`config.mk`:
```
export PLATFORM = sky130hd
export DESIGN_NAME = sd_crc16
export DESIGN_NICKNAME = d
export VERILOG_FILES = /design/src/sd_crc16.sv
export SDC_FILE = /design/constraint.sdc
export NUM_CORES = 1
export LEC_CHECK = 0
export BUFFER_PORTS_ARGS = -buffer_cell sky130_fd_sc_hd__buf_4
export CORE_AREA = 2 2 45 47
export DETAILED_ROUTE_END_ITERATION = 10
export DIE_AREA = 0 0 47 49
export PLACE_DENSITY = 0.59
export RECOVER_POWER = 100
export SYNTH_ARGS = -nofsm -noshare
export SYNTH_HDL_FRONTEND = slang
export SYNTH_SLANG_ARGS = --single-unit
```
`constraint.sdc`:
```
create_clock -name sck -period 1.8 [get_ports sck]
set_clock_uncertainty 0.2 [all_clocks]
set_input_delay 0.27 -clock sck [delete_from_list [all_inputs] [get_ports sck]]
set_output_delay 0.27 -clock sck [all_outputs]
set_load 0.1 [all_outputs]
```
`src/sd_crc16.sv`:
```
`timescale 1ns/1ps

module sd_crc16 (
  input  logic        sck,
  input  logic        arst_n,
  input  logic        crc_clear,
  input  logic        crc_en,
  input  logic        crc_bit,
  output logic [15:0] crc
);

  logic fb;

  // x^16 + x^12 + x^5 + 1, MSB first.
  assign fb = crc[15] ^ crc_bit;

  always_ff @(posedge sck or negedge arst_n) begin
    if (!arst_n) begin
      crc <= '0;
    end else if (crc_clear) begin
      crc <= '0;
    end else if (crc_en) begin
      crc <= {crc[14:12], crc[11] ^ fb, crc[10:5], crc[4] ^ fb, crc[3:0], fb};
    end
  end

endmodule

```
Yosys cells after proc, flatten, opt, wreduce, memory -nomap -nowiden
Cells that the tools add are included.

operators by class
  add/subtract/negate cells = 0
  multiply operators = 0
  div/mod/pow operators = 0
  order comparisons = 0
  equality and inequality tests = 0
  shifts and indexed selects = 0
  multiplexer cells = 2
  bitwise logic cells = 3
  reductions and logical operators = 1

operator list
  kind                count
  16-bit two-way mux  2
  1-bit bitwise XOR   3
  2-bit nonzero test  1

word-level totals
  register bits after elaboration = 16
  latch bits = 0
  bits in writable memories = 0
  ROM bits = 0
  input bits = 5
  output and inout bits = 16
  word-level logic and storage cells = 7
  memories kept = 0

Longest topological paths before layout
  depth after elaboration = 4
  mapped depth = 5
  depth with buffers taken out = 3

Least setup slack after synthesis
Ideal clock, no wire load.

  path type = reg2reg
  from = register crc[15]
  to = register crc[5]
  library setup time = 0.104 ns
  data arrival time = 1.739 ns
  required time = 1.496 ns
  path slack = -0.242 ns
  stages on the path, launching flop included = 4
  path buffers = 0
  clock period less this slack = 2.042 ns
  cell sequence = dfrtp_1 -> xnor2_1 -> or4b_1 -> o311ai_1

on the way
  word-level cells in the longest chain between the ends = 4

RTL lines
  element                 RTL line  RTL
  from (decl)             9         output logic [15:0] crc
  from (signal assigned)  23        crc <= {crc[14:12], crc[11] ^ fb, crc[10:5], crc[4] ^ fb, crc[3:0], fb};
  1-bit bitwise XOR       15        assign fb = crc[15] ^ crc_bit;
  1-bit bitwise XOR       23
  16-bit two-way mux      22        end else if (crc_en) begin
  16-bit two-way mux      20        end else if (crc_clear) begin

No other way between the ends. The select of a mux whose other input is x is not followed.
A chain may end at the register's enable or synchronous reset.

Worst setup path after layout
  from = register crc[5]
  to = output crc[5]

No word-level cell between the ends.

==> results.ini <==
[outcome]
status=complete, no violations

[clock_network]
worst_skew_pair.late_latency_ns=0.29
clk_pin_slew_worst_paths_ns=0.10
clock_sinks=16
ctsRootBufferMaster=clkbuf_4
htreeDepth=1
clockBufferDepth=2
cts_tree=done
cts_made_buffers=3

[hold_path]
hp-class=input port to flip-flop
hold_path_depth=2
holdPathEnd=crc[11]$_DFFE_PN0P_
min_from=crc_clear

[power_and_ir_drop]
powerDensity_mw_per_mm2=860
vdd_ir_drop_max_uv=388
p_leak_nw=0.454

[floorplan]
die_h_um=49
core-area_mm2=0.00184
dieArea_mm2=0.00230
io_pins=21
initial_core_util_pct=37.4
fp.dieW_um=47
row_count=16

[global_routing]
grt_pass1_vias=457
grt_max_degree=22
grt_pass1_wl_um=2180
overflow=0
track_usage_pct=13.4
antenna_found_initial=0

[critical_path]
crit_buf_inv=1
required_ns=1.33
cp_top_family=buffers and inverters
end_kind=primary output
cp.arrival_ns=1.16
rr_endpoint=crc[5]$_DFFE_PN0P_
reg2reg_from=crc[15]$_DFFE_PN0P_
reg2regPathDepth=3
path_max_fanout=3
slowest_delay_ns=0.47
r2r_slack_ns=0.30
cp_cell_sequence=clkbuf_2
critPathSlowestCell=clkbuf_2
crit_type=flip-flop to primary output
critPathLaunchType=flip-flop

[timing]
fin_tns_setup_ns=0
timing.fmax_ghz=0.613
fin_crit_sh_pct=90.6
tightest_slew_ns=0.844
min_period_ns=1.63
rsz0062_at_grt=false
hold_viol=0
slew_headroom_pct=43.8
final-max-slew-violation-count=0
finalSetupViolations=0

[route]
wirelength_um=1290
via_count=485
drt-pass1-iter-count=1
vias_per_cell=4.58
postRouteAntennaNets=0
drt-initial-drc-count=0
wire_per_inst_um=12.2
drc_errors=0

[cells_and_area]
area_growth_syn_to_layout_pct=24.9
top_regs=crc (16)
n_antenna_cell=0
largest_reg_flops=16
nNetsFinal=85
final_util_pct=46.7
drive_gt1_share_pct=30.4
layout.cells.non_filler=106
nFillCells=202
top_register=crc

[yosys]
ys_types=14
seq_area_frac_synth_pct=58.2
synth_cells=58
synth_top_area_share_pct=58.2
avgSynthCellArea_um2=11.9
syn-num-nets=63
yosys.area.top_type=dfrtp_1
yosys_warnings=0
synth_edf_count=0
synth.area.top_cells=dfrtp_1 (58%), mux2i_1 (19%), nor2_1 (8.2%)
synth_flop_cell=dfrtp_1
async_reset_ff_share_pct=100
ys_ff_latch=16
syn-cell-area_um2=688

[placed_design]
io_buffers=20
globalplace.congestion=0.640
place_inst=101
place.detailed.hpwl_um=853

[flow_run]
drv_cap=0

-- repair_timing --
item	in CTS	in global routing
hold endpoints to repair	16	0
hold buffers	1	0
buffers inserted	0	0
gates resized for setup	0	0
-- layer usage --
metal	up-vias	global-route usage, %	share of wire, %
met2	15	16.4	44
met5	-	0	0
li1	237	-	-
met3	2	3.70	4.8
met4	0	6.94	1.1
met1	231	20.8	50
-- layout make-up --
class / count / area [um^2] / share of cell area (%)
Clock buffer: 4 / 36.3 / 4.22
Tap cell: 27 / 33.8 / 3.93
Multi-Input combinational cell: 37 / 258 / 30.0
Timing Repair Buffer: 21 / 126 / 14.7
Inverter: 1 / 3.75 / 0.437
Sequential cell: 16 / 402 / 46.7
-- layout by cell type (no fill, tap or decap) --
master and instances:
clkbuf_1 1, o311ai_0 1, dfrtp_1 15, nand3_1 1, clkbuf_2 12, dfrtp_2 1
clkbuf_4 3, inv_1 1, mux2i_1 13, nor2_1 15, dlygate4sd3_1 1, xnor2_1 1
a211oi_1 1, or4b_1 2, buf_4 7, clkbuf_8 1, nand4b_1 2, nand2_1 1
-- synth_stat cells, types with 2 or more instances --
master / number
mux2i_1: 13
nor2_1: 15
nand4b_1: 2
dfrtp_1: 16
buf_4: 2
or4b_1: 2
-- cells by family after synthesis --
| group | share of synthesized area (%) |
|---|---|
| XOR/XNOR | 1.27 |
| multiplexers | 18.9 |
| AND/OR/NAND/NOR | 14.9 |
| buffers and inverters | 4.36 |
| flip-flops | 58.2 |
| AO/OA/AOI/OAI | 2.36 |
-- metrics by stage --
| step | power [mW] | setup slack [ns] | area (um^2) | hold WS, ns |
|---|---|---|---|---|
| floorplan | 0.477 | 0.0568 | 689 | -0.226 |
| finish | 0.739 | 0.169 | 860 | 0.0787 |
| global route | 0.773 | 0.129 | 860 | 0.0835 |
| CTS | 0.753 | 0.310 | 893 | 0.0788 |
| global placement | 0.508 | 0.353 | 847 | -0.0571 |
| detailed placement | 0.508 | 0.326 | 847 | -0.0582 |
-- worst max path at each step --
stage / startpoint / to / slack, ns / depth (start not counted)
after floorplan: crc[4]$_DFFE_PN0P_ / crc[5]$_DFFE_PN0P_ / 0.06 / 2
after global placement: crc[15]$_DFFE_PN0P_ / crc[5]$_DFFE_PN0P_ / 0.35 / 3
after detailed placement: crc[15]$_DFFE_PN0P_ / crc[5]$_DFFE_PN0P_ / 0.33 / 3
after CTS: crc[4]$_DFFE_PN0P_ / crc[4] / 0.31 / 1
after global routing: crc[5]$_DFFE_PN0P_ / crc[5] / 0.13 / 1
final: crc[5]$_DFFE_PN0P_ / crc[5] / 0.17 / 1
-- power by group --
group          switching (mW)  internal (mW)
Sequential            0.00678          0.368
Combinational          0.0953         0.0260
Clock                   0.120          0.123
Total                   0.222          0.517
(Power assumes the default switching activity.)
