==> src/sd_pkg.sv <==
package sd_pkg;

  // ====================================================================
  // Sizes
  // ====================================================================
  localparam int BLOCK_BYTES = 512;
  localparam int NUM_BLOCKS  = 4;
  localparam int BUSY_BITS   = 16;                        // Busy length after a write.

  localparam int BYTE_W     = $clog2(BLOCK_BYTES);        // Byte offset within a block.
  localparam int BLK_W      = $clog2(NUM_BLOCKS);         // Block number.
  localparam int RAM_ADDR_W = BLK_W + BYTE_W;

  // ====================================================================
  // Command indices
  // ====================================================================
  localparam logic [5:0] CMD0   = 6'd0;                   // GO_IDLE_STATE.
  localparam logic [5:0] CMD8   = 6'd8;                   // SEND_IF_COND.
  localparam logic [5:0] CMD13  = 6'd13;                  // SEND_STATUS.
  localparam logic [5:0] CMD16  = 6'd16;                  // SET_BLOCKLEN.
  localparam logic [5:0] CMD17  = 6'd17;                  // READ_SINGLE_BLOCK.
  localparam logic [5:0] CMD24  = 6'd24;                  // WRITE_BLOCK.
  localparam logic [5:0] CMD55  = 6'd55;                  // APP_CMD.
  localparam logic [5:0] CMD59  = 6'd59;                  // CRC_ON_OFF.
  localparam logic [5:0] ACMD41 = 6'd41;                  // SD_SEND_OP_COND.

  // ====================================================================
  // R1 flags and tokens
  // ====================================================================
  localparam logic [7:0] R1_IDLE      = 8'h01;
  localparam logic [7:0] R1_ILLEGAL   = 8'h04;
  localparam logic [7:0] R1_CRC_ERR   = 8'h08;
  localparam logic [7:0] R1_PARAM_ERR = 8'h40;

  localparam logic [7:0] TOKEN_START        = 8'hFE;
  localparam logic [7:0] TOKEN_OUT_OF_RANGE = 8'h08;
  localparam logic [7:0] DATA_ACCEPTED      = 8'h05;
  localparam logic [7:0] DATA_CRC_ERR       = 8'h0B;

  // Controller phases.
  localparam logic [2:0] PH_WAIT  = 3'd0;
  localparam logic [2:0] PH_NCR   = 3'd1;
  localparam logic [2:0] PH_RESP  = 3'd2;
  localparam logic [2:0] PH_TOKEN = 3'd3;                 // Write, waiting for start token.
  localparam logic [2:0] PH_DATA  = 3'd4;
  localparam logic [2:0] PH_CRC   = 3'd5;
  localparam logic [2:0] PH_DRESP = 3'd6;
  localparam logic [2:0] PH_BUSY  = 3'd7;

  // ====================================================================
  // Command types
  // ====================================================================
  typedef struct packed {
    logic [19:0] reserved;
    logic [3:0]  vhs;                                     // Supply voltage.
    logic [7:0]  check_pattern;
  } sd_if_cond_t;

  // CMD8 reads the argument as interface conditions, the data commands as an address.
  typedef union packed {
    logic [31:0] block_addr;
    sd_if_cond_t if_cond;
  } sd_arg_u;

  typedef struct packed {
    logic [5:0] index;
    sd_arg_u    arg;
    logic       crc_ok;                                   // CRC7 and end bit good.
  } sd_cmd_t;

endpackage
==> src/sd_cmd_rx.sv <==
`timescale 1ns/1ps

module sd_cmd_rx (
  input  logic            sck,
  input  logic            arst_n,
  input  logic            cs_n,
  input  logic            mosi,
  output sd_pkg::sd_cmd_t cmd,
  output logic            cmd_valid,
  input  logic            cmd_ready
);
  import sd_pkg::*;

  logic        busy;                                      // Inside a frame.
  logic [5:0]  bit_cnt;                                   // Index of the bit being sampled.
  logic [46:0] shift_sr;
  logic [6:0]  crc7;
  logic        start;

  function automatic logic [6:0] crc7_next(input logic [6:0] crc, input logic din);
    logic fb;
    fb = crc[6] ^ din;
    return {crc[5:3], crc[2] ^ fb, crc[1:0], fb};
  endfunction

  // A frame opens on a 0 only while the controller can take one.
  assign start = !cs_n && !cmd_valid && !busy && cmd_ready && !mosi;

  always_ff @(posedge sck or negedge arst_n) begin
    if (!arst_n) begin
      busy      <= 1'b0;
      bit_cnt   <= '0;
      crc7      <= '0;
      cmd_valid <= 1'b0;
    end else if (cs_n) begin
      busy      <= 1'b0;
      bit_cnt   <= '0;
      cmd_valid <= 1'b0;
    end else if (cmd_valid) begin
      if (cmd_ready) cmd_valid <= 1'b0;                   // Taken.
    end else if (busy) begin
      bit_cnt <= bit_cnt + 6'd1;
      if (bit_cnt < 6'd40) crc7 <= crc7_next(crc7, mosi);
      if (bit_cnt == 6'd47) begin
        busy      <= 1'b0;
        cmd_valid <= 1'b1;
      end
    end else if (start) begin
      busy    <= 1'b1;
      bit_cnt <= 6'd1;
      crc7    <= '0;                                      // Start bit leaves CRC at zero.
    end
  end

  always_ff @(posedge sck) begin
    if (busy || start) shift_sr <= {shift_sr[45:0], mosi};
    // The end bit is still on mosi here.
    if (busy && !cmd_valid && bit_cnt == 6'd47) begin
      cmd.index  <= shift_sr[44:39];
      cmd.arg    <= shift_sr[38:7];
      cmd.crc_ok <= (shift_sr[6:0] == crc7) && mosi;
    end
  end

endmodule

==> config.mk <==
export PLATFORM = sky130hd
export DESIGN_NAME = sd_cmd_rx
export DESIGN_NICKNAME = d
export VERILOG_FILES = /design/src/sd_pkg.sv /design/src/sd_cmd_rx.sv
export SDC_FILE = /design/constraint.sdc
export NUM_CORES = 1
export LEC_CHECK = 0
export BUFFER_PORTS_ARGS = -buffer_cell sky130_fd_sc_hd__clkbuf_2
export CAP_MARGIN = 0
export CELL_PAD_IN_SITES_DETAIL_PLACEMENT = 1
export CELL_PAD_IN_SITES_GLOBAL_PLACEMENT = 2
export CORE_ASPECT_RATIO = 1.2
export CORE_MARGIN = 3
export CORE_UTILIZATION = 38
export DETAILED_ROUTE_END_ITERATION = 12
export PLACE_DENSITY_LB_ADDON = 0.3
export RECOVER_POWER = 100
export SETUP_SLACK_MARGIN = 0.05
export SYNTH_ARGS = -nofsm -noshare
export SYNTH_HDL_FRONTEND = slang
export SYNTH_SLANG_ARGS = --single-unit
==> constraint.sdc <==
create_clock -name sck -period 2.2 [get_ports sck]
set_input_delay 0.66 -clock sck [delete_from_list [all_inputs] [get_ports sck]]
set_output_delay 0.66 -clock sck [all_outputs]
set_load 0.03 [all_outputs]
==> After elaboration in Yosys (flattened, before gate mapping) <==
Index checks and enable logic that the tools add are counted.
W data, S select, Z words.
{ "totals": {"reg_bits": 99, "out_inout_bits": 40, "wordCells": 51} }
{ "classes": {"n_addsub": 1, "n_lt_le_gt_ge": 1, "n_eq_ne": 4, "muxes": 17, "n_bitwise": 4, "n_reduce_logical": 16} }
{ "ops": {"columns": ["op", "count"], "rows": [
  ["$mux W6", 4],
  ["$mux W7", 3],
  ["$mux W1", 10],
  ["$eq A7 B7 Y1", 1],
  ["$logic_and A1 B1 Y1", 7],
  ["$add A6 B1 Y6 const B", 1],
  ["$eq A6 B6 Y1 const B", 1],
  ["$lt A6 B6 Y1 const B", 1],
  ["$logic_not A1 Y1", 4],
  ["$reduce_and A4 Y1", 1],
  ["$reduce_bool A3 Y1", 1],
  ["$ne A2 B1 Y1 const B", 1],
  ["$ne A2 B2 Y1 const B", 1],
  ["$not A1 Y1", 2],
  ["$reduce_and A2 Y1", 1],
  ["$reduce_bool A2 Y1", 1],
  ["$xor A1 B1 Y1", 2],
  ["$logic_or A1 B1 Y1", 1]
]} }

==> Longest topological paths before layout <==
Gate-level depths: netlist of run 1.
{ "depth": {"ltp_word": 9, "depth_mapped": 5, "ltp_nobuf": 5} }

==> Worst setup path after synthesis of run 1 <==
No wires, ideal clock.
{ "synth_path": {"path_kind": "input -> register", "from": "input port cs_n", "to": "register shift_sr[0] (enable)", "setup_ns": 0.401, "arrival_time_ns": 1.983, "required_ns": 1.799, "setup_slack_ns": -0.184, "stages": 3, "n_path_buf": 1, "path_cell_list": "buf_2 -> nor2_2 -> a21o_1"} }
{ "synth_via": {"elab_chain_cells": 6} }
{ "synth_lines": {"columns": ["item", "line", "rtl"], "rows": [
  ["start, declared", "sd_cmd_rx.sv:6", "input logic cs_n,"],
  ["$logic_not A1 Y1", "sd_cmd_rx.sv:27", "assign start = !cs_n && !cmd_valid && !busy && cmd_ready && !mosi;"],
  ["$logic_and A1 B1 Y1 (4 in series)", "sd_cmd_rx.sv:27", null],
  ["$logic_or A1 B1 Y1", "sd_cmd_rx.sv:56", "if (busy || start) shift_sr <= {shift_sr[45:0], mosi};"],
  ["end signal, assigned", "sd_cmd_rx.sv:56", null],
  ["end, declared", "sd_cmd_rx.sv:16", "logic [46:0] shift_sr;"]
]} }
Every way passes these cells.
A chain may end at the register's enable or synchronous reset.

==> Worst setup path after layout of run 1 <==
{ "layout_path": {"from": "register cmd_valid", "to": "output port cmd_valid"} }
{ "layout_rtl": {"columns": ["item", "line", "rtl"], "rows": [
  ["start, declared", "sd_cmd_rx.sv:9", "output logic cmd_valid,"],
  ["start signal, assigned", "sd_cmd_rx.sv:34", "cmd_valid <= 1'b0;"],
  ["start signal, assigned", "sd_cmd_rx.sv:38", "cmd_valid <= 1'b0;"],
  ["start signal, assigned", "sd_cmd_rx.sv:40", "if (cmd_ready) cmd_valid <= 1'b0;"]
]} }
No word-level cell between the ends.

==> results.ini, run 1 <==
[layout]
final_nets=225
syn2layout_area_growth_pct=15.2
multi_input_area_um2=412
layout-drive-gt1-share=0.121
n_antenna_cell=0
n_fill_cell=824
regArea_um2=2900

[worst_setup_path]
crit_fanout=9
path_buf_inv=1
crit_slowest_cell=dfrtp_1
endpoint_kind=primary output
crit_type=flip-flop to primary output
path_cells=clkbuf_1
worstPathArrival_ns=1.22
cp.required_ns=1.54
slowest_delay_ns=0.52
start_kind=flip-flop
crit_family=flip-flops
regToRegSetupSlack_ns=0.40

[grt]
grt_overflow=0
grt_use_total=0.115
grt_max_degree=46
antenna_found_initial=0
grt_pass1_vias=1633
grt_pass1_wl_um=8610

[floorplanning]
start_util=0.401
die_area_um2=9960
die_x_um=91.6
rows=36
die_height_um=109
io_pins=45
core_um2=8330

[synthesis]
syn-cell-area_um2=3340
synth-seq-area-share=0.867
synth_seq_cells=99
netlist.area_leader.share=0.754
syn-num-nets=170
syn_area_per_cell_um2=20.4
synthCells=164
yosysUniqueCellTypes=31
synth.top_cells.by_area=edfxtp_1 75%, dfrtp_1 11%, xnor2_1 2.1%, a22o_1 1.3%, nor2_1 1.0%
ys_warn_count=0
yosys.area.top_type=edfxtp_1

[drt]
num_vias=1570
viasPerCell=4.64
drtPass1Iterations=4
drt-total-wl_um=5610
avgRoutedWirePerCell_um=16.6
ant_nets=0
drtIter0Drc=88
drc_errors=0

[timing]
worstMarginPinSlew_ns=0.843
worst_slack_ns=0.315
timing.fmax_mhz=531
finClkSkew_ns=0.0128
grt_setup_unrepaired=false
setup_viol=0
layout_min_cycle_time_ns=1.88
finalHoldViolations=0
finalCritPeriodShare=0.857
setup-tns-final_ns=0
slew_viol_final=0
slew_headroom=0.438

[cts]
cts.path.max_buffers=2
numCtsBuffers=9
cts_num_sinks=99
clk_pin_slew_worst_paths_ns=0.10
cts_root_buffer=clkbuf_8
cts_tree=built
cts_setup_buffers=0
htree_num_levels=3
worstSkewPairLatency_ns=0.36
cts-resized-gates=0
ctsHoldBuffers=0

[power_and_ir_drop]
ir_worst_vdd_mv=0.319
total_leakage_power_nw=1.28
p_per_area_nw_per_um2=880

[placed_design]
pre_cts_ws_ns=0.375
port_buffers=44
gp_congestion=0.713
place_hpwl_um=3640

[outcome]
status=completed

[flow_run]
drv_cap=0

[min_path]
hold_path_class=input port to async pin

-- layout by cell type, fill, tap and decap left out, drive strengths merged, types with 2 or more instances in the layout --
cell type  Yosys  routed
inv            2       6
a22o           5       5
nor2          10      10
o211ai         2       2
clkinvlp       0       2
edfxtp        84      84
a21oi          3       3
nand3          3       3
dfrtp         15      15
buf            2       2
xnor2          8       8
nand4          2       2
a22oi          4       4
nor2b          3       3
nand2          4       4
clkbuf         1      54
o21ai          4       4
mux2           3       3
-- per-stage QoR --
stage          hold slack, ns  cells  total power [mW]  area [um2]   util
3_5_place_dp            0.424    322              2.34        3740  0.448
6_report                0.377    338              3.39        3850  0.462
5_1_grt                 0.430    338              3.52        3850  0.462
2_1_floorplan           0.364    164              2.28        3340      -
4_1_cts                 0.202    338              3.45        3930  0.471
3_3_place_gp            0.406    322              2.34        3740  0.448
-- layer usage --
layer | track usage | share of wire | vias to the layer above
li1 | - | - | 739
met1 | 0.146 | 0.44 | 786
met2 | 0.187 | 0.50 | 36
met3 | 0.0269 | 0.043 | 9
met4 | 0.0582 | 0.017 | 0
met5 | 0 | 0 | -
-- cells by family (layout without fill, tap and decap cells) --
kind of cell / count (synthesis) / count (layout) / synth area share
AND/OR/NAND/NOR: 26 / 26 / 0.0415
multiplexers: 3 / 3 / 0.0101
XOR/XNOR: 9 / 9 / 0.0236
buffers and inverters: 5 / 65 / 0.00748
adder cells (fa/ha/maj): 1 / 1 / 0.00374
AO/OA/AOI/OAI: 21 / 21 / 0.0468
flip-flops: 99 / 99 / 0.867
-- sequential cells by signal, indices dropped and copies added, names as in the netlist --
signal     count
cmd           39
busy           1
crc7           7
cmd_valid      1
shift_sr      45
bit_cnt        6
-- synth_stat cells (all sizes together) --
master / instances
buf: 2
a21oi: 3
nand3: 3
a21o: 1
dfrtp: 15
a22oi: 4
ha: 1
nor2b: 3
nor4: 1
and3: 1
o21a: 1
a211oi: 1
nor3: 1
mux2: 3
xor2: 1
clkbuf: 1
nand2: 4
nand4: 2
o21ai: 4
xnor2: 8
edfxtp: 84
and4bb: 1
a22o: 5
inv: 2
o211ai: 2
nor2: 10
-- power breakdown --
part           leakage, nW  total, mW  switching, mW  internal, mW
logic                0.214      0.109         0.0676        0.0413
clock network       0.0918       1.10          0.657         0.440
registers            0.979       2.18         0.0524          2.13
total                 1.28       3.39          0.777          2.61
-- layout make-up --
cell class / count / area share
inverters: 2 / 0.00195
clock inverters: 7 / 0.0172
well taps: 114 / 0.0370
repair buffers: 47 / 0.0526
clock buffers: 9 / 0.0322
multi-input cells: 60 / 0.107
flip-flops and latches: 99 / 0.752
-- worst paths after layout --
path | start | endpoint | cells past startpoint
setup / recovery | cmd_valid | cmd_valid | 1
hold / removal | arst_n | crc7[6] | 1
hold reg to reg | shift_sr[44] | cmd[38] | 0
min in group sck | shift_sr[44] | cmd[38] | 0
max in group asynchronous | arst_n | bit_cnt[5] | 1
setup reg to reg | cmd_valid | shift_sr[38] | 3
(Power assumes the default switching activity.)
==> inputs of run 2 (changes only) <==
RECOVER_POWER = not set   (was 100)
==> results.ini, run 2 (synthesis results as in run 1) <==
[outcome]
status=completed  ; unchanged

[worst_setup_path]
rr_endpoint=cmd[5]  ; was shift_sr[38]
worstPathArrival_ns=1.16  ; was 1.22 ns
r2r_cells=3  ; unchanged
crit_type=flip-flop to primary output  ; unchanged
path_cells=clkbuf_2  ; was clkbuf_1
cp-endpoint=cmd_valid  ; unchanged
path_depth=1  ; unchanged
crit_family=flip-flops  ; unchanged
endpoint_kind=primary output  ; unchanged
r2r-start=cmd_valid  ; unchanged
cp.required_ns=1.54  ; about the same
regToRegSetupSlack_ns=0.52  ; was 0.40 ns
slowest_delay_ns=0.54  ; was 0.52 ns
crit_slowest_cell=dfrtp_1  ; unchanged
path_buf_inv=1  ; unchanged
startpoint=cmd_valid  ; unchanged
crit_fanout=9  ; unchanged
start_kind=flip-flop  ; unchanged

[placed_design]
placed_area_um2=3740  ; unchanged
gp_congestion=0.713  ; unchanged
port_buffers=44  ; unchanged
pre_cts_ws_ns=0.375  ; unchanged
place_hpwl_um=3640  ; unchanged
placed_cells=322  ; unchanged

[timing]
worst_slack_ns=0.383  ; was 0.315 ns
finClkSkew_ns=0.0105  ; was 0.0128 ns
finalHoldViolations=0  ; unchanged
slew_headroom=0.689  ; was 0.438
fin_hold_ws_ns=0.214  ; was 0.377 ns
setup_viol=0  ; unchanged
finalCritPeriodShare=0.826  ; was 0.857
layout_min_cycle_time_ns=1.82  ; was 1.88 ns
grt_setup_unrepaired=false  ; unchanged
worstMarginPinSlew_ns=0.464  ; was 0.843 ns
setup-tns-final_ns=0  ; unchanged
timing.fmax_mhz=550  ; was 531 MHz
slew_viol_final=0  ; unchanged

[layout]
final_cell_mix=84 x edfxtp_1, 44 x clkbuf_2, 15 x dfrtp_1  ; was 84 x edfxtp_1, 42 x clkbuf_1, 15 x dfrtp_1
n_antenna_cell=0  ; unchanged
largest_reg_flops=45  ; unchanged
top_regs=shift_sr: 45 flops, cmd: 39 flops, crc7: 7 flops  ; unchanged
fin_util=0.471  ; was 0.462
layout_commonest_cell=edfxtp_1  ; unchanged
finalInstanceArea_um2=3930  ; was 3850 um2
layout-drive-gt1-share=0.321  ; was 0.121
syn2layout_area_growth_pct=17.5  ; was 15.2%
regMostFlops=shift_sr  ; unchanged
final_nets=225  ; unchanged
instances_no_fill=338  ; unchanged
n_fill_cell=800  ; was 824

[drt]
avgRoutedWirePerCell_um=16.4  ; was 16.6 um
drtIter0Drc=68  ; was 88
viasPerCell=4.67  ; was 4.64
drt-total-wl_um=5540  ; was 5610 um
drc_errors=0  ; unchanged
num_vias=1577  ; was 1570
drtPass1Iterations=4  ; unchanged
ant_nets=0  ; unchanged

[cts]
cts_setup_buffers=0  ; unchanged
cts_root_buffer=clkbuf_8  ; unchanged
cts-resized-gates=0  ; unchanged
cts_tree=built  ; unchanged
numCtsBuffers=9  ; unchanged
worstSkewPairLatency_ns=0.35  ; was 0.36 ns
htree_num_levels=3  ; unchanged
ctsHoldBuffers=0  ; unchanged
cts.path.max_buffers=2  ; unchanged
clk_pin_slew_worst_paths_ns=0.10  ; about the same
cts_num_sinks=99  ; unchanged

[power_and_ir_drop]
power_mw=3.39  ; about the same
p_per_area_nw_per_um2=863  ; was 880 nW/um2
ir_worst_vdd_mv=0.319  ; about the same
total_leakage_power_nw=1.42  ; was 1.28 nW

[grt]
grt_use_total=0.115  ; unchanged
grt_overflow=0  ; unchanged
grt_pass1_wl_um=8610  ; unchanged
antenna_found_initial=0  ; unchanged
grt_max_degree=46  ; unchanged
grt_pass1_vias=1633  ; unchanged

[floorplanning]
start_util=0.401  ; unchanged
die_area_um2=9960  ; unchanged
io_pins=45  ; unchanged
core_um2=8330  ; unchanged
die_height_um=109  ; unchanged
die_x_um=91.6  ; unchanged
rows=36  ; unchanged

[min_path]
hold_path_class=input port to async pin  ; unchanged

[flow_run]
drv_cap=0  ; unchanged

==> run 2: cell count changes in the layout (fill, tap and decap cells not counted) <==
cell      previous run  this run
clkbuf_1            42         0
o211ai_2             1         2
nor2_1              10         9
nor2b_2              0         1
o21ai_1              0         1
o211ai_1             1         0
nor2b_1              3         2
nor2_2               0         1
buf_12               1         2
o21ai_0              4         3
clkbuf_2             2        44
clkbuf_4             1         0
==> run 2: power by group <==
group,total (mW),internal [mW],switching (mW)
sequential,2.18,2.13,0.0526
combinational,0.117,0.0475,0.0693
clock,1.09,0.440,0.650
==> run 2: how the worst min path moves through the flow <==
stage,end,startpoint,depth (start not counted)
global route,crc7[3],arst_n,1
finish,crc7[2],arst_n,1
floorplan,bit_cnt[0],arst_n,0
CTS,crc7[4],arst_n,1
detailed placement,cmd[38],shift_sr[44],0
global placement,cmd[38],shift_sr[44],0
==> run 2: cell type report <==
class | count | area, um2 | share of cell area
clock buffers | 9 | 124 | 0.0315
flip-flops and latches | 99 | 2900 | 0.738
clock inverters | 7 | 66.3 | 0.0169
multi-input cells | 60 | 422 | 0.107
well taps | 114 | 143 | 0.0363
repair buffers | 47 | 268 | 0.0682
inverters | 2 | 7.51 | 0.00191
==> run 2: metal layers <==
layer / wire (um) / track usage / part of all wire
met5: 0 / 0 / 0
met2: 2750 / 0.187 / 0.50
met1: 2470 / 0.146 / 0.45
met3: 241 / 0.0269 / 0.043
met4: 86 / 0.0582 / 0.016
==> inputs of run 3 (changes only) <==
clock period = 1.6 ns   (was 2.2 ns; I/O delays follow)
==> results.ini, run 3 (synthesis results as in run 1) <==
[floorplanning]
start_util=0.401  ; unchanged
die_area_um2=9960  ; unchanged
die_height_um=109  ; unchanged
die_x_um=91.6  ; unchanged
core_um2=8330  ; unchanged
rows=36  ; unchanged
io_pins=45  ; unchanged

[grt]
grt_max_degree=23  ; was 46
grt_overflow=0  ; unchanged
grt_pass1_vias=1689  ; was 1633
grt_use_total=0.119  ; was 0.115
grt_pass1_wl_um=8990  ; was 8610 um
antenna_found_initial=0  ; unchanged

[timing]
setup-tns-final_ns=0  ; unchanged
finClkSkew_ns=0.0122  ; was 0.0105 ns
worstMarginPinSlew_ns=0.408  ; was 0.464 ns
slew_viol_final=0  ; unchanged
setup_viol=0  ; unchanged
finalCritPeriodShare=0.950
slew_headroom=0.728  ; was 0.689
fin_hold_ws_ns=0.0331  ; was 0.214 ns
timing.fmax_mhz=658
layout_min_cycle_time_ns=1.52
worst_slack_ns=0.0807  ; was 0.383 ns
grt_setup_unrepaired=true  ; was false
finalHoldViolations=0  ; unchanged

[placed_design]
place_hpwl_um=3920  ; was 3640 um
gp_congestion=0.686  ; was 0.713
placed_cells=328  ; was 322
placed_area_um2=3830  ; was 3740 um2
port_buffers=44  ; unchanged
pre_cts_ws_ns=0.0433  ; was 0.375 ns

[worst_setup_path]
slowest_delay_ns=0.39  ; was 0.54 ns
path_cells=ha_1 -> nand3_1 -> and4bb_4 -> buf_12  ; was clkbuf_2
endpoint_kind=flip-flop  ; was primary output
start_kind=flip-flop  ; unchanged
worstPathArrival_ns=1.58  ; was 1.16 ns
crit_slowest_cell=and4bb_4  ; was dfrtp_1
crit_fanout=19  ; was 9
cp.required_ns=1.66  ; was 1.54 ns
crit_type=flip-flop to flip-flop  ; was flip-flop to primary output

[cts]
cts_tree=built  ; unchanged
ctsHoldBuffers=0  ; unchanged
worstSkewPairLatency_ns=0.35  ; about the same
htree_num_levels=3  ; unchanged
cts_root_buffer=clkbuf_8  ; unchanged
clk_pin_slew_worst_paths_ns=0.10  ; about the same
numCtsBuffers=9  ; unchanged
cts.path.max_buffers=2  ; unchanged
cts_num_sinks=99  ; unchanged

[power_and_ir_drop]
ir_worst_vdd_mv=0.455  ; was 0.319 mV
p_per_area_nw_per_um2=1190  ; was 863 nW/um2
total_leakage_power_nw=1.49  ; was 1.42 nW

[layout]
finalInstanceArea_um2=4080  ; was 3930 um2
layout-drive-gt1-share=0.356  ; was 0.321
syn2layout_area_growth_pct=22.0  ; was 17.5%
top_regs=shift_sr: 45 flops, cmd: 39 flops, crc7: 7 flops  ; unchanged
final_nets=234  ; was 225
final_cell_mix=84 x edfxtp_1, 44 x clkbuf_2, 14 x dfrtp_1  ; was 84 x edfxtp_1, 44 x clkbuf_2, 15 x dfrtp_1
n_fill_cell=800  ; unchanged
regMostFlops=shift_sr  ; unchanged
layout_commonest_cell=edfxtp_1  ; unchanged
largest_reg_flops=45  ; unchanged
regArea_um2=2900  ; about the same
n_antenna_cell=0  ; unchanged
multi_input_area_um2=439  ; was 422 um2
instances_no_fill=347  ; was 338

[drt]
ant_nets=0  ; unchanged
num_vias=1631  ; was 1577
drtIter0Drc=67  ; was 68
drt-total-wl_um=5730  ; was 5540 um
drc_errors=0  ; unchanged
drtPass1Iterations=4  ; unchanged
avgRoutedWirePerCell_um=16.5  ; was 16.4 um
viasPerCell=4.70  ; was 4.67

[flow_run]
drv_cap=0  ; unchanged

[outcome]
status=completed  ; unchanged

[min_path]
hold_path_class=input port to async pin  ; unchanged

## run 3: cell count changes in the layout (fill, tap and decap cells not counted), sizes merged
cell	change
clkinvlp	-1
clkinv	+1
bufinv	+1
inv	-1
buf	+9
## run 3: power by group
part,switching [mW],internal [mW]
clock network,0.913,0.766
registers,0.0708,2.93
logic,0.103,0.0883
total,1.09,3.78
## run 3: metrics by stage
step | util | power, mW
2_1_floorplan | - | 3.14
3_3_place_gp | 0.459 | 3.23
3_5_place_dp | 0.459 | 3.25
4_1_cts | 0.489 | 4.93
5_1_grt | 0.489 | 5.06
6_report | 0.489 | 4.87
## run 3: final timing paths
path / from / depth (start not counted) / endpoint / slack (ns)
max: bit_cnt[0] / 4 / cmd[7] / 0.08
min: arst_n / 1 / crc7[4] / 0.03
max reg2reg: bit_cnt[0] / 4 / cmd[7] / 0.08
min reg2reg: shift_sr[44] / 0 / cmd[38] / 0.44
max in group asynchronous: arst_n / 1 / cmd_valid / 1.24
min in group sck: shift_sr[44] / 0 / cmd[38] / 0.44
## run 3: layer usage
metal  GRT usage  wire length, um  part of all wire  vias to the layer above
met5           0                0                 0                        -
met4      0.0571              121             0.021                        0
met3      0.0262              218             0.038                       12
met2       0.202             2930              0.51                       37
met1       0.146             2460              0.43                      822
li1            -                -                 -                      760
## run 3: cell type report
| class | instances | share of cell area |
|---|---|---|
| flip-flops and latches | 99 | 0.711 |
| well taps | 114 | 0.0350 |
| multi-input cells | 60 | 0.108 |
| clock buffers | 9 | 0.0304 |
| clock inverters | 7 | 0.0230 |
| inverters | 2 | 0.00184 |
| repair buffers | 56 | 0.0914 |
## run 3: worst max-delay path: cells and delay by family (launching register included)
kind / cells / cell delay [ns]
buffers and inverters: 1 / 0.18
and+or+nand+nor: 2 / 0.50
DFF: 1 / 0.37
adders and majority gates: 1 / 0.18
## run 3: what timing repair did
action                                 CTS  global route
pin swaps                                1             1
setup buffers                            3             0
endpoints found under the hold margin    0             0
setup endpoints to repair               40            39
gates resized for setup                  0             0
