**src/sd_pkg.sv**
```systemverilog
package sd_pkg;

  // ====================================================================
  // Sizes
  // ====================================================================
  localparam int BLOCK_BYTES = 512;
  localparam int NUM_BLOCKS  = 4;
  localparam int BUSY_BITS   = 16;                        // Busy length after a write.

  localparam int BYTE_W     = $clog2(BLOCK_BYTES);        // Byte offset within a block.
  localparam int BLK_W      = $clog2(NUM_BLOCKS);         // Block number.
  localparam int RAM_ADDR_W = BLK_W + BYTE_W;

  // ====================================================================
  // Command indices
  // ====================================================================
  localparam logic [5:0] CMD0   = 6'd0;                   // GO_IDLE_STATE.
  localparam logic [5:0] CMD8   = 6'd8;                   // SEND_IF_COND.
  localparam logic [5:0] CMD13  = 6'd13;                  // SEND_STATUS.
  localparam logic [5:0] CMD16  = 6'd16;                  // SET_BLOCKLEN.
  localparam logic [5:0] CMD17  = 6'd17;                  // READ_SINGLE_BLOCK.
  localparam logic [5:0] CMD24  = 6'd24;                  // WRITE_BLOCK.
  localparam logic [5:0] CMD55  = 6'd55;                  // APP_CMD.
  localparam logic [5:0] CMD59  = 6'd59;                  // CRC_ON_OFF.
  localparam logic [5:0] ACMD41 = 6'd41;                  // SD_SEND_OP_COND.

  // ====================================================================
  // R1 flags and tokens
  // ====================================================================
  localparam logic [7:0] R1_IDLE      = 8'h01;
  localparam logic [7:0] R1_ILLEGAL   = 8'h04;
  localparam logic [7:0] R1_CRC_ERR   = 8'h08;
  localparam logic [7:0] R1_PARAM_ERR = 8'h40;

  localparam logic [7:0] TOKEN_START        = 8'hFE;
  localparam logic [7:0] TOKEN_OUT_OF_RANGE = 8'h08;
  localparam logic [7:0] DATA_ACCEPTED      = 8'h05;
  localparam logic [7:0] DATA_CRC_ERR       = 8'h0B;

  // Controller phases.
  localparam logic [2:0] PH_WAIT  = 3'd0;
  localparam logic [2:0] PH_NCR   = 3'd1;
  localparam logic [2:0] PH_RESP  = 3'd2;
  localparam logic [2:0] PH_TOKEN = 3'd3;                 // Write, waiting for start token.
  localparam logic [2:0] PH_DATA  = 3'd4;
  localparam logic [2:0] PH_CRC   = 3'd5;
  localparam logic [2:0] PH_DRESP = 3'd6;
  localparam logic [2:0] PH_BUSY  = 3'd7;

  // ====================================================================
  // Command types
  // ====================================================================
  typedef struct packed {
    logic [19:0] reserved;
    logic [3:0]  vhs;                                     // Supply voltage.
    logic [7:0]  check_pattern;
  } sd_if_cond_t;

  // CMD8 reads the argument as interface conditions, the data commands as an address.
  typedef union packed {
    logic [31:0] block_addr;
    sd_if_cond_t if_cond;
  } sd_arg_u;

  typedef struct packed {
    logic [5:0] index;
    sd_arg_u    arg;
    logic       crc_ok;                                   // CRC7 and end bit good.
  } sd_cmd_t;

endpackage
```
**src/sd_card_ctrl.sv**
```systemverilog
`timescale 1ns/1ps

module sd_card_ctrl (
  input  logic                          sck,
  input  logic                          arst_n,
  input  logic                          cs_n,
  input  logic                          mosi,
  input  sd_pkg::sd_cmd_t               cmd,
  input  logic                          cmd_valid,
  output logic                          cmd_ready,
  output logic                          crc_clear,
  output logic                          crc_en,
  output logic                          crc_bit,
  input  logic [15:0]                   crc,
  output logic [sd_pkg::RAM_ADDR_W-1:0] ram_addr,
  output logic                          ram_we,
  output logic [7:0]                    ram_wdata,
  input  logic [7:0]                    ram_rdata,
  output logic                          miso,
  output logic                          miso_en
);
  import sd_pkg::*;

  logic [2:0]        phase;
  logic [2:0]        resp_next;                           // Phase after the response.
  logic [5:0]        bit_cnt;
  logic [5:0]        resp_len;
  logic [BYTE_W-1:0] byte_idx;
  logic              is_read;
  logic              idle;
  logic              app_cmd;                             // Last command was CMD55.
  logic              acmd41_seen;

  logic [BLK_W-1:0]  blk;
  logic [39:0]       resp_sr;
  logic [15:0]       rx_sr;

  logic              take;
  logic              data_bit;
  logic              crc_match;
  logic              prefetch;
  logic [BYTE_W-1:0] rd_byte;

  logic              dec_idle;
  logic              dec_seen;
  logic              dec_app;
  logic              dec_read;
  logic              oor;
  logic [7:0]        idle_bit;
  logic [39:0]       dec_resp;
  logic [5:0]        dec_len;
  logic [2:0]        dec_next;

  assign cmd_ready = (phase == PH_WAIT) && !cs_n;
  assign take      = cmd_valid && cmd_ready;
  assign data_bit  = is_read ? ram_rdata[bit_cnt[2:0]] : mosi;
  assign crc_match = ({rx_sr[14:0], mosi} == crc);

  assign crc_clear = take;
  assign crc_en    = (phase == PH_DATA);
  assign crc_bit   = data_bit;

  // Next byte is fetched during the last bit of the current one.
  assign prefetch  = is_read && (phase == PH_DATA) && (bit_cnt == 6'd0);
  assign rd_byte   = byte_idx + BYTE_W'(prefetch);
  assign ram_addr  = {blk, rd_byte};
  assign ram_we    = !is_read && (phase == PH_DATA) && (bit_cnt == 6'd0);
  assign ram_wdata = {rx_sr[6:0], mosi};

  // ====================================================================
  // Command decode
  // ====================================================================
  always_comb begin
    dec_idle = idle;
    dec_seen = acmd41_seen;
    dec_app  = 1'b0;
    oor      = (cmd.arg.block_addr >= 32'(NUM_BLOCKS));
    if (cmd.crc_ok) begin
      if (cmd.index == CMD0) begin
        dec_idle = 1'b1;
        dec_seen = 1'b0;
      end else if (cmd.index == ACMD41 && app_cmd) begin
        if (acmd41_seen) dec_idle = 1'b0;                 // Second ACMD41 ends init.
        else dec_seen = 1'b1;
      end
      dec_app = (cmd.index == CMD55);
    end

    idle_bit = dec_idle ? R1_IDLE : 8'h00;
    dec_resp = {idle_bit, 32'hFFFF_FFFF};
    dec_len  = 6'd8;
    dec_next = PH_WAIT;
    dec_read = 1'b0;

    if (!cmd.crc_ok) begin
      dec_resp[39:32] = idle_bit | R1_CRC_ERR;
    end else begin
      case (cmd.index)
        CMD0, CMD55, CMD59: begin
          dec_len = 6'd8;                                 // Plain R1.
        end
        CMD8: begin
          dec_resp = {idle_bit, 24'h000001, cmd.arg.if_cond.check_pattern};
          dec_len  = 6'd40;
        end
        CMD13: begin
          dec_resp[31:24] = 8'h00;
          dec_len         = 6'd16;
        end
        CMD16: begin
          if (cmd.arg.block_addr != 32'(BLOCK_BYTES)) dec_resp[39:32] = idle_bit | R1_PARAM_ERR;
        end
        CMD17: begin
          dec_len = 6'd24;                                // R1, Nac gap, token.
          if (oor) begin
            dec_resp[23:16] = TOKEN_OUT_OF_RANGE;
          end else begin
            dec_resp[23:16] = TOKEN_START;
            dec_next        = PH_DATA;
            dec_read        = 1'b1;
          end
        end
        CMD24: begin
          if (oor) dec_resp[39:32] = idle_bit | R1_PARAM_ERR;
          else dec_next = PH_TOKEN;
        end
        ACMD41: begin
          if (!app_cmd) dec_resp[39:32] = idle_bit | R1_ILLEGAL;
        end
        default: dec_resp[39:32] = idle_bit | R1_ILLEGAL;
      endcase
    end
  end

  // ====================================================================
  // Phase sequencer
  // ====================================================================
  always_ff @(posedge sck or negedge arst_n) begin
    if (!arst_n) begin
      phase       <= PH_WAIT;
      resp_next   <= PH_WAIT;
      bit_cnt     <= '0;
      resp_len    <= '0;
      byte_idx    <= '0;
      is_read     <= 1'b0;
      idle        <= 1'b1;                                // Card powers up idle.
      app_cmd     <= 1'b0;
      acmd41_seen <= 1'b0;
      miso_en     <= 1'b0;
    end else begin
      miso_en <= !cs_n;
      if (cs_n) begin
        phase <= PH_WAIT;
      end else begin
        case (phase)
          PH_WAIT: begin
            if (take) begin
              phase       <= PH_NCR;
              bit_cnt     <= 6'd7;
              resp_len    <= dec_len;
              resp_next   <= dec_next;
              is_read     <= dec_read;
              byte_idx    <= '0;
              idle        <= dec_idle;
              app_cmd     <= dec_app;
              acmd41_seen <= dec_seen;
            end
          end
          PH_NCR: begin
            if (bit_cnt == 6'd0) begin
              phase   <= PH_RESP;
              bit_cnt <= resp_len - 6'd1;
            end else begin
              bit_cnt <= bit_cnt - 6'd1;
            end
          end
          PH_RESP, PH_DRESP: begin
            if (bit_cnt == 6'd0) begin
              phase   <= resp_next;
              bit_cnt <= (resp_next == PH_BUSY) ? 6'(BUSY_BITS - 1) : 6'd7;
            end else begin
              bit_cnt <= bit_cnt - 6'd1;
            end
          end
          PH_TOKEN: begin
            if ({rx_sr[6:0], mosi} == TOKEN_START) begin
              phase   <= PH_DATA;
              bit_cnt <= 6'd7;
            end
          end
          PH_DATA: begin
            if (bit_cnt == 6'd0) begin
              byte_idx <= byte_idx + 1'b1;
              bit_cnt  <= 6'd7;
              if (byte_idx == BYTE_W'(BLOCK_BYTES - 1)) begin
                phase   <= PH_CRC;
                bit_cnt <= 6'd15;
              end
            end else begin
              bit_cnt <= bit_cnt - 6'd1;
            end
          end
          PH_CRC: begin
            if (bit_cnt == 6'd0) begin
              if (is_read) begin
                phase <= PH_WAIT;
              end else begin
                phase     <= PH_DRESP;
                bit_cnt   <= 6'd7;
                resp_next <= crc_match ? PH_BUSY : PH_WAIT;
              end
            end else begin
              bit_cnt <= bit_cnt - 6'd1;
            end
          end
          default: begin                                  // Busy.
            if (bit_cnt == 6'd0) phase <= PH_WAIT;
            else bit_cnt <= bit_cnt - 6'd1;
          end
        endcase
      end
    end
  end

  always_ff @(posedge sck) begin
    if (take) begin
      resp_sr <= dec_resp;
      blk     <= cmd.arg.block_addr[BLK_W-1:0];
    end else if (phase == PH_RESP || phase == PH_DRESP) begin
      resp_sr <= {resp_sr[38:0], 1'b1};
    end else if (phase == PH_CRC && bit_cnt == 6'd0) begin
      resp_sr <= {crc_match ? DATA_ACCEPTED : DATA_CRC_ERR, 32'hFFFF_FFFF};
    end

    if (take) rx_sr <= 16'hFFFF;                          // Idle line before the token.
    else if (phase == PH_TOKEN || phase == PH_DATA || phase == PH_CRC)
      rx_sr <= {rx_sr[14:0], mosi};
  end

  // ====================================================================
  // miso
  // ====================================================================
  always_comb begin
    case (phase)
      PH_RESP, PH_DRESP: miso = resp_sr[39];
      PH_DATA:           miso = is_read ? data_bit : 1'b1;
      PH_CRC:            miso = is_read ? crc[bit_cnt[3:0]] : 1'b1;
      PH_BUSY:           miso = 1'b0;
      default:           miso = 1'b1;
    endcase
  end

endmodule

```
**config.mk**
```make
export PLATFORM = sky130hd
export DESIGN_NAME = sd_card_ctrl
export DESIGN_NICKNAME = d
export VERILOG_FILES = /design/src/sd_pkg.sv /design/src/sd_card_ctrl.sv
export SDC_FILE = /design/constraint.sdc
export NUM_CORES = 1
export LEC_CHECK = 0
export BUFFER_PORTS_ARGS = -buffer_cell sky130_fd_sc_hd__buf_2
export CORE_MARGIN = 4
export CORE_UTILIZATION = 55
export DETAILED_ROUTE_END_ITERATION = 8
export GPL_ROUTABILITY_DRIVEN = 0
export PLACE_DENSITY = 0.85
export SYNTH_ARGS = -nofsm -noshare
export SYNTH_HDL_FRONTEND = slang
export SYNTH_SLANG_ARGS = --single-unit
```
**constraint.sdc**
```tcl
create_clock -name sck -period 4.1 [get_ports sck]
set_input_delay 0.41 -clock sck [delete_from_list [all_inputs] [get_ports sck]]
set_output_delay 0.41 -clock sck [all_outputs]
set_load 0.1 [all_outputs]
```
Word level (Yosys, flattened, before mapping)
Index checks and enable logic that the tools add are counted.

storage, ports and cells
  output and inout bits = 26
  memories kept = 0
  word-level logic and storage cells = 154
  bits in read-only memories = 0
  register bits = 89
  latch bits = 0
  RAM bits = 0
  input bits = 68

operators by class
  multiply operators = 0
  equal/unequal tests = 34
  order comparisons = 3
  $add $sub $neg = 4
  bitwise gates (word level) = 1
  multiplexer cells = 69
  divide/modulo/power cells = 0
  reduce and logical (&&, ||, !) cells = 30
  shift-type cells = 0

operators with widths
  cell                    count
  $mux W40                3
  $mux W6                 9
  $mux W3                 17
  $pmux W6 S6             1
  $ge A32 B3 Y1 const B   1
  $mux W32                1
  $ne A32 B10 Y1 const B  1
  $pmux W8 S4             1
  $mux W8                 3
  $eq A6 B5 Y1 const B    3
  $eq A6 B6 Y1 const B    3
  $mux W9                 2
  $ne A3 B3 Y1 const B    6
  $pmux W3 S6             1
  $pmux W6 S3             1
  $pmux W9 S2             1
  $eq A16 B16 Y1          1
  $mux W1                 16
  $mux W16                1
  $pmux W8 S2             1
  $eq A3 B3 Y1 const B    5
  $reduce_and A5 Y1       3
  $mux W7                 2
  $eq A6 B4 Y1 const B    2
  other kinds (33)        56

Longest topological paths before layout
Gate-level depths: netlist of run 1.

  depth after elaboration = 10
  mapped depth = 12
  gate-level depth less buffers = 10

Least setup slack after synthesis of run 1
OpenSTA, ideal clock, no wires.

  path type = reg2reg
  start point = reg phase[1]
  end point = reg resp_sr[0], enable pin
  stages on the path, launching flop included = 6
  clock period less this slack = 4.566 ns
  buffers on the path = 2
  path slack = -0.466 ns
  required time = 3.651 ns
  data arrival time = 4.117 ns
  cells stage by stage = dfrtp_1 > buf_2 > nor4_2 > nand2_1 > clkbuf_1 > o211ai_1

on the way
  cells in the longest elaborated chain, start to end = 4
  elaborated cells on any way between the ends = 9

ends and longest elaborated chain
  item                          line                 source
  start, declared               sd_card_ctrl.sv:24   logic [2:0] phase;
  start signal, assigned        sd_card_ctrl.sv:179  phase <= resp_next;
  $logic_not A3 Y1              sd_card_ctrl.sv:54   assign cmd_ready = (phase == PH_WAIT) && !cs_n;
  $logic_and A1 B1 Y1           sd_card_ctrl.sv:54
  via cmd_ready                 sd_card_ctrl.sv:10   output logic cmd_ready,
  $logic_and A1 B1 Y1           sd_card_ctrl.sv:55   assign take = cmd_valid && cmd_ready;
  $reduce_bool A3 Y1 (no line)  -
  end signal, assigned          sd_card_ctrl.sv:227  resp_sr <= dec_resp;
  end signal, assigned          sd_card_ctrl.sv:230  resp_sr <= {resp_sr[38:0], 1'b1};
  end signal, assigned          sd_card_ctrl.sv:232  resp_sr <= {crc_match ? DATA_ACCEPTED : DATA_CRC_ERR, 32'hFFFF_FFFF};
  end, declared                 sd_card_ctrl.sv:35   logic [39:0] resp_sr;

The timed path passes the listed nets, and every way through them passes these cells.
A chain may end at the register's enable or synchronous reset.

Worst setup path in the final report of run 1
  start point = reg bit_cnt[0]
  end point = out ram_addr[7] in the netlist's numbering

on the way
  cells in the longest elaborated chain, start to end = 3

ends and longest elaborated chain
  item                    line                 source
  start, declared         sd_card_ctrl.sv:26   logic [5:0] bit_cnt;
  start signal, assigned  sd_card_ctrl.sv:172  bit_cnt <= resp_len - 6'd1;
  start signal, assigned  sd_card_ctrl.sv:174  bit_cnt <= bit_cnt - 6'd1;
  start signal, assigned  sd_card_ctrl.sv:180  bit_cnt <= (resp_next == PH_BUSY) ? 6'(BUSY_BITS - 1) : 6'd7;
  $logic_not A6 Y1        sd_card_ctrl.sv:64   assign prefetch = is_read && (phase == PH_DATA) && (bit_cnt == 6'd0);
  $logic_and A1 B1 Y1     sd_card_ctrl.sv:64
  $add A9 B1 Y9           sd_card_ctrl.sv:65   assign rd_byte = byte_idx + BYTE_W'(prefetch);
  end, declared           sd_card_ctrl.sv:15   output logic [sd_pkg::RAM_ADDR_W-1:0] ram_addr,

No other way between the ends.

==> flow_metrics.tcl, run 1 <==
set metrics [dict create \
    period_needed_ps 3780 \
    fin_area_um2 5520 \
    start_util 0.576 \
    dpl_cell_area_um2 5290 \
    cp-end-kind "output port" \
    synth_area_per_cell_um2 9.83 \
    postRouteAntennaNets 0 \
    cts_tree "done" \
    period_share 0.922 \
    synthSimpleGateAreaFrac 0.227 \
    post_cts_buffers 0 \
    clkSinkCount 85 \
    r2r_start "phase[1]$_DFFE_PN0P_" \
    synth-adder-area-share 0.0156 \
    grt_pass1_wl_mm 17.9 \
    syn_area_um2 4830 \
    core_um2 8380 \
    arrival_ps 3370 \
    synthArstFlopShare 0.329 \
    slew_violations 0 \
    slowest_delay_ps 550 \
    synthToLayoutAreaGrowth_pct 14.4 \
    critPathTopFamily "simple AND/OR/NAND/NOR gates" \
    muxShareOfSynthArea 0.0384 \
    synth-xor-area-share 0.0562 \
    cp_slowest_cell "dfrtp_1" \
    r2r_end "resp_sr[20]$_DFFE_PP_" \
    synth_top_family_by_area "simple AND/OR/NAND/NOR gates" \
    tns_ps 0 \
    synthTopCellsByArea "edfxtp_1 26%, dfrtp_1 14%, dfxtp_1 6.2%" \
    synth_edf_count 42 \
    maxCapViolations 0 \
    drt_wl_total_mm 10.7 \
    timing.fmax_ghz 0.264 \
    cp_cell_sequence "inv_1 -> ha_1 -> or3b_1 -> nor2_1 -> and3_1 -> ha_1 -> nand3_1 -> nor2_1 -> xor2_2 -> buf_2" \
    rrSetupSlack_ps 1500 \
    synth.top_cell.area_share 0.261 \
    rsz0062_at_grt "no" \
    tightest_slew_ps 1100 \
    cts_resized 0 \
    yosysWarnings 0 \
    crit_required_ps 3690 \
    crit_buf_inv 2 \
    antenna_found_initial 0 \
    synth_compound_area_frac 0.139 \
    cts_buffer_depth 2 \
    synth_nets 565 \
    ctsHoldBuffers 0 \
    die_y_um 102 \
    relSlewSlack 0.268 \
    status "completed" \
    path_clk_slew_ps 90 \
    vias 3963 \
    synth_cells 491 \
    ys_types 71 \
    die_x_um 102 \
    powerDensity_nw_per_um2 571 \
    ir_drop_mv 0.260 \
    track_usage 0.213 \
    top_level_ports 94 \
    finalSetupViolations 0 \
    port-buffer-count 93 \
    synth.largest_area_cell "edfxtp_1" \
    viasPerCell 5.90 \
    htreeDepth 3 \
    synth_flop_cell "edfxtp_1" \
    worstSetupStartpointType "register" \
    drt_iter0_drc 388 \
    skew_ps 9.01 \
    cts_made_buffers 9 \
    seq_area_frac_synth 0.469 \
    final-hold-violation-count 0 \
    synth.most_common_cell "nand2_1" \
    crit_type "register to output port" \
    dieArea_um2 10300 \
    netlist_top_cells_count "68 x nand2_1, 42 x edfxtp_1, 32 x nor2_1" \
    leakagePower_uw 0.00214 \
    worstPathMaxFanout 10 \
    clockRootBuffer "clkbuf_8" \
    grt_max_degree 41 \
    final_nets 636 \
    placementRows 33 \
    drc 0 \
    drtPass1Iterations 5 \
    synth-seq-cells 85 \
    wl_per_cell_um 15.9 \
    fillers 695 \
    hold_path_class "primary input to asynchronous set/reset pin" \
    grt_pass1_vias 3740 \
    drive_gt1_frac 0.252 \
    dpl.hpwl_mm 7.83 \
    overflow 0 \
    insertion_delay_ps 350 \
    rr_worst_depth 7 \
    diodes 0 \
]
[metal layers]
metal  GRT usage  up-vias  wire (um)
li1            -     1914          -
met1       0.287     1907       4530
met2       0.349      126       5420
met3      0.0461       16        566
met4      0.0634        0        169
met5           0        -          0
[cells in the final DEF, fill, tap and decap left out, drive strengths merged, types with 3 or more instances in the layout]
cell type and count:
o21ai 29, o22a 7, nor2 34, and3 4
or3 4, nand2b 8, inv 17, a31oi 7
nand2 69, buf 96, nor2b 6, o22ai 3
nand3 26, ha 6, clkbuf 11, a21oi 12
and2 3, o211ai 4, nor3 9, mux4 6
dfxtp 15, nor4 16, xnor2 24, a22oi 3
o21a 18, nor4b 3, nand4 14, edfxtp 42
xor2 7, dfrtp 27
[per-stage QoR]
| stage | total power (uW) | setup WS (ps) | instances | hold WS, ps | utilization |
|---|---|---|---|---|---|
| 6_report | 3150 | 319 | 672 | 68.3 | 0.659 |
| 5_1_grt | 3350 | 5.61 | 672 | 97.3 | 0.659 |
| 4_1_cts | 3160 | 224 | 672 | 75.3 | 0.658 |
| 3_5_place_dp | 2500 | 620 | 656 | 466 | 0.631 |
| 3_3_place_gp | 2460 | 742 | 656 | 458 | 0.631 |
| 2_1_floorplan | 2290 | -197 | 491 | 114 | - |
[kinds of logic (layout without fill, tap and decap cells)]
| kind of cell | Yosys count | in the layout |
|---|---|---|
| xor+xnor | 31 | 31 |
| flops | 85 | 85 |
| simple gates | 209 | 209 |
| mux | 10 | 10 |
| buf+inv | 52 | 128 |
| compound gates | 98 | 98 |
| fa+ha+maj | 6 | 6 |
[power breakdown]
part	leakage (uW)	switching (uW)	internal [uW]
clock	0.000111	315	350
sequential	0.000788	170	1090
combinational	0.00124	843	384
total	0.00214	1330	1820
[how the worst max path moves through the flow]
stage,cells past startpoint,start,to,slack [ps]
finish,10,bit_cnt[0]$_DFFE_PN0P_,ram_addr[7],320
global route,11,bit_cnt[0]$_DFFE_PN0P_,ram_addr[6],6
CTS,11,bit_cnt[0]$_DFFE_PN0P_,ram_addr[6],220
detailed placement,11,bit_cnt[0]$_DFFE_PN0P_,ram_addr[6],620
global placement,11,bit_cnt[0]$_DFFE_PN0P_,ram_addr[6],740
floorplan,8,phase[0]$_DFFE_PN0P_,ram_addr[4],-200
[registers in the layout, summed over array words and instances (netlist names)]
register and cells:
byte_idx 9, is_read 1, idle 1, bit_cnt 6, rx_sr 15, acmd41_seen 1, miso_en 1, resp_sr 40
resp_next 2, phase 3, blk 2, resp_len 3, app_cmd 1
[area by class of cell]
cell class,instances,area [um2],share of cell area
Clock inverter,7,103,0.0186
Timing Repair Buffer,98,508,0.0920
Tap cell,105,131,0.0238
Inverter,14,52.6,0.00952
Clock buffer,9,124,0.0224
Multi-Input combinational cell,354,2340,0.424
Sequential cell,85,2260,0.410
Note: power is estimated with default switching activity, not from simulation.
==> inputs of run 2 (changes only) <==
--- a/config.mk
+++ b/config.mk
@@ -7,10 +7,10 @@
 export LEC_CHECK = 0
 export BUFFER_PORTS_ARGS = -buffer_cell sky130_fd_sc_hd__buf_2
 export CORE_MARGIN = 4
-export CORE_UTILIZATION = 55
+export CORE_UTILIZATION = 35
 export DETAILED_ROUTE_END_ITERATION = 8
 export GPL_ROUTABILITY_DRIVEN = 0
-export PLACE_DENSITY = 0.85
+export PLACE_DENSITY = 0.6
 export SYNTH_ARGS = -nofsm -noshare
 export SYNTH_HDL_FRONTEND = slang
 export SYNTH_SLANG_ARGS = --single-unit
==> run 2 against run 1 <==
  * Non-clock buffer count unchanged
  * Register-to-register slack better by 20 ps
  * Sequential share of layout area fell by 1.1 points
  * Worst setup slack worse by 7.5 ps
  * Clock skew shrank 3.0 ps
  * Die area grew 52%
  * First-iteration DRC count is 41% lower
==> flow_metrics.tcl, run 2 (same netlist as run 1, synthesis figures left out) <==
set metrics [dict create \
    worst-path-stages 11 \
    die_y_um 125 \
    cts_tree "done" \
    cp_slowest_cell "dfrtp_1" \
    drtPass1Iterations 4 \
    dpl.hpwl_mm 8.29 \
    skew_ps 5.98 \
    power_uw 3280 \
    tightest_slew_ps 1090 \
    relSlewSlack 0.273 \
    leakagePower_uw 0.00216 \
    timing.fmax_ghz 0.264 \
    htreeDepth 3 \
    post_cts_buffers 0 \
    postRouteAntennaNets 0 \
    ctsHoldBuffers 0 \
    cts_made_buffers 9 \
    period_share 0.924 \
    final_cell_mix "92 x buf_2, 68 x nand2_1, 42 x edfxtp_1" \
    die_x_um 125 \
    critPathTopFamily "simple AND/OR/NAND/NOR gates" \
    grt_pass1_wl_mm 18.6 \
    cp_cell_sequence "inv_1 -> ha_1 -> or3b_1 -> nor2_1 -> and3_1 -> ha_1 -> ha_1 -> nand3_1 -> nor2_1 -> xnor2_1 -> buf_2" \
    top_level_ports 94 \
    crit_required_ps 3690 \
    finalSetupViolations 0 \
    final_nets 636 \
    final_common_cell "buf_2" \
    rsz0062_at_grt "no" \
    status "completed" \
    start_util 0.360 \
    drc 0 \
    placementRows 42 \
    instances_no_fill 743 \
    endpoint "ram_addr[8]" \
    rrSetupSlack_ps 1520 \
    cts_buffer_depth 2 \
    cts_resized 0 \
    arrival_ps 3380 \
    grt_pass1_vias 3796 \
    r2r_start "phase[1]$_DFFE_PN0P_" \
    clkSinkCount 85 \
    viasPerCell 5.29 \
    path_clk_slew_ps 60 \
    crit_type "register to output port" \
    diodes 0 \
    clockRootBuffer "clkbuf_16" \
    crit_path_start "bit_cnt[0]$_DFFE_PN0P_" \
    core_um2 13400 \
    slowest_delay_ps 530 \
    maxCapViolations 0 \
    worstPathMaxFanout 10 \
    overflow 0 \
    synthToLayoutAreaGrowth_pct 17.4 \
    crit_buf_inv 2 \
    vias 3930 \
    hold_path_class "primary input to asynchronous set/reset pin" \
    cp-end-kind "output port" \
    regMostFlops "resp_sr" \
    track_usage 0.141 \
    placed_cells 727 \
    top_regs "resp_sr x40, rx_sr x15, byte_idx x9" \
    drt_wl_total_mm 11.2 \
    timing.critical_path.mode_cell "ha_1" \
    insertion_delay_ps 340 \
    final-hold-violation-count 0 \
    port-buffer-count 93 \
    powerDensity_nw_per_um2 578 \
    drive_gt1_frac 0.245 \
    largest_register_ffs 40 \
    r2r_end "bit_cnt[1]$_DFFE_PN0P_" \
    period_needed_ps 3790 \
    ir_drop_mv 0.294 \
    wl_per_cell_um 15.1 \
    drt_iter0_drc 230 \
    worstSetupStartpointType "register" \
    antenna_found_initial 0 \
    rr_worst_depth 5 \
    slew_violations 0 \
    grt_max_degree 41 \
    dieArea_um2 15700 \
]
-- run 2: changes by cell type in the layout (fill, tap and decap cells not counted), sizes merged --
cell | previous run | this run
inv | 17 | 14
clkinv | 1 | 2
buf | 96 | 97
clkbuf | 11 | 13
bufinv | 2 | 1
-- run 2: worst min-delay path by stage --
| stage | endpoint | depth (start not counted) | start | slack (ps) |
|---|---|---|---|---|
| finish | bit_cnt[2]$_DFFE_PN0P_ | 1 | arst_n | 100 |
| global route | bit_cnt[2]$_DFFE_PN0P_ | 1 | arst_n | 150 |
| CTS | resp_len[5]$_DFFE_PN0P_ | 1 | arst_n | 110 |
| detailed placement | bit_cnt[2]$_DFFE_PN0P_ | 1 | arst_n | 480 |
| global placement | bit_cnt[2]$_DFFE_PN0P_ | 1 | arst_n | 470 |
| floorplan | acmd41_seen$_DFFE_PN0P_ | 0 | arst_n | 110 |
-- run 2: area by class of cell --
cell class / instances / area [um2]
timing repair buffer: 98 / 505
fill: 1301 / 7730
sequential: 85 / 2260
clock inverter: 4 / 50.0
clock buffer: 12 / 236
inverter: 14 / 52.6
tap: 176 / 220
multi-input combinational: 354 / 2340
-- run 2: through the flow --
| stage | hold WS, ps | util | setup TNS (ps) | worst slack [ps] | instance area [um2] |
|---|---|---|---|---|---|
| 4_1_cts | 113 | 0.423 | 0 | 195 | 5670 |
| 3_3_place_gp | 472 | 0.401 | 0 | 705 | 5380 |
| 3_5_place_dp | 475 | 0.401 | 0 | 576 | 5380 |
| 2_1_floorplan | 114 | - | -197 | -197 | 4870 |
| 5_1_grt | 155 | 0.423 | 0 | 19.2 | 5670 |
| 6_report | 98.7 | 0.423 | 0 | 311 | 5670 |
-- run 2: per-layer routing --
layer	GRT usage	vias to the layer above	wire length (um)
met5	0	-	0
met4	0.0466	0	160
met3	0.0375	17	611
met2	0.236	97	5570
met1	0.179	1890	4860
li1	-	1926	-
-- run 2: power by group --
part	leakage, uW	internal [uW]	switching, uW
registers	0.000788	1090	170
logic	0.00124	384	848
clock network	0.000134	471	312
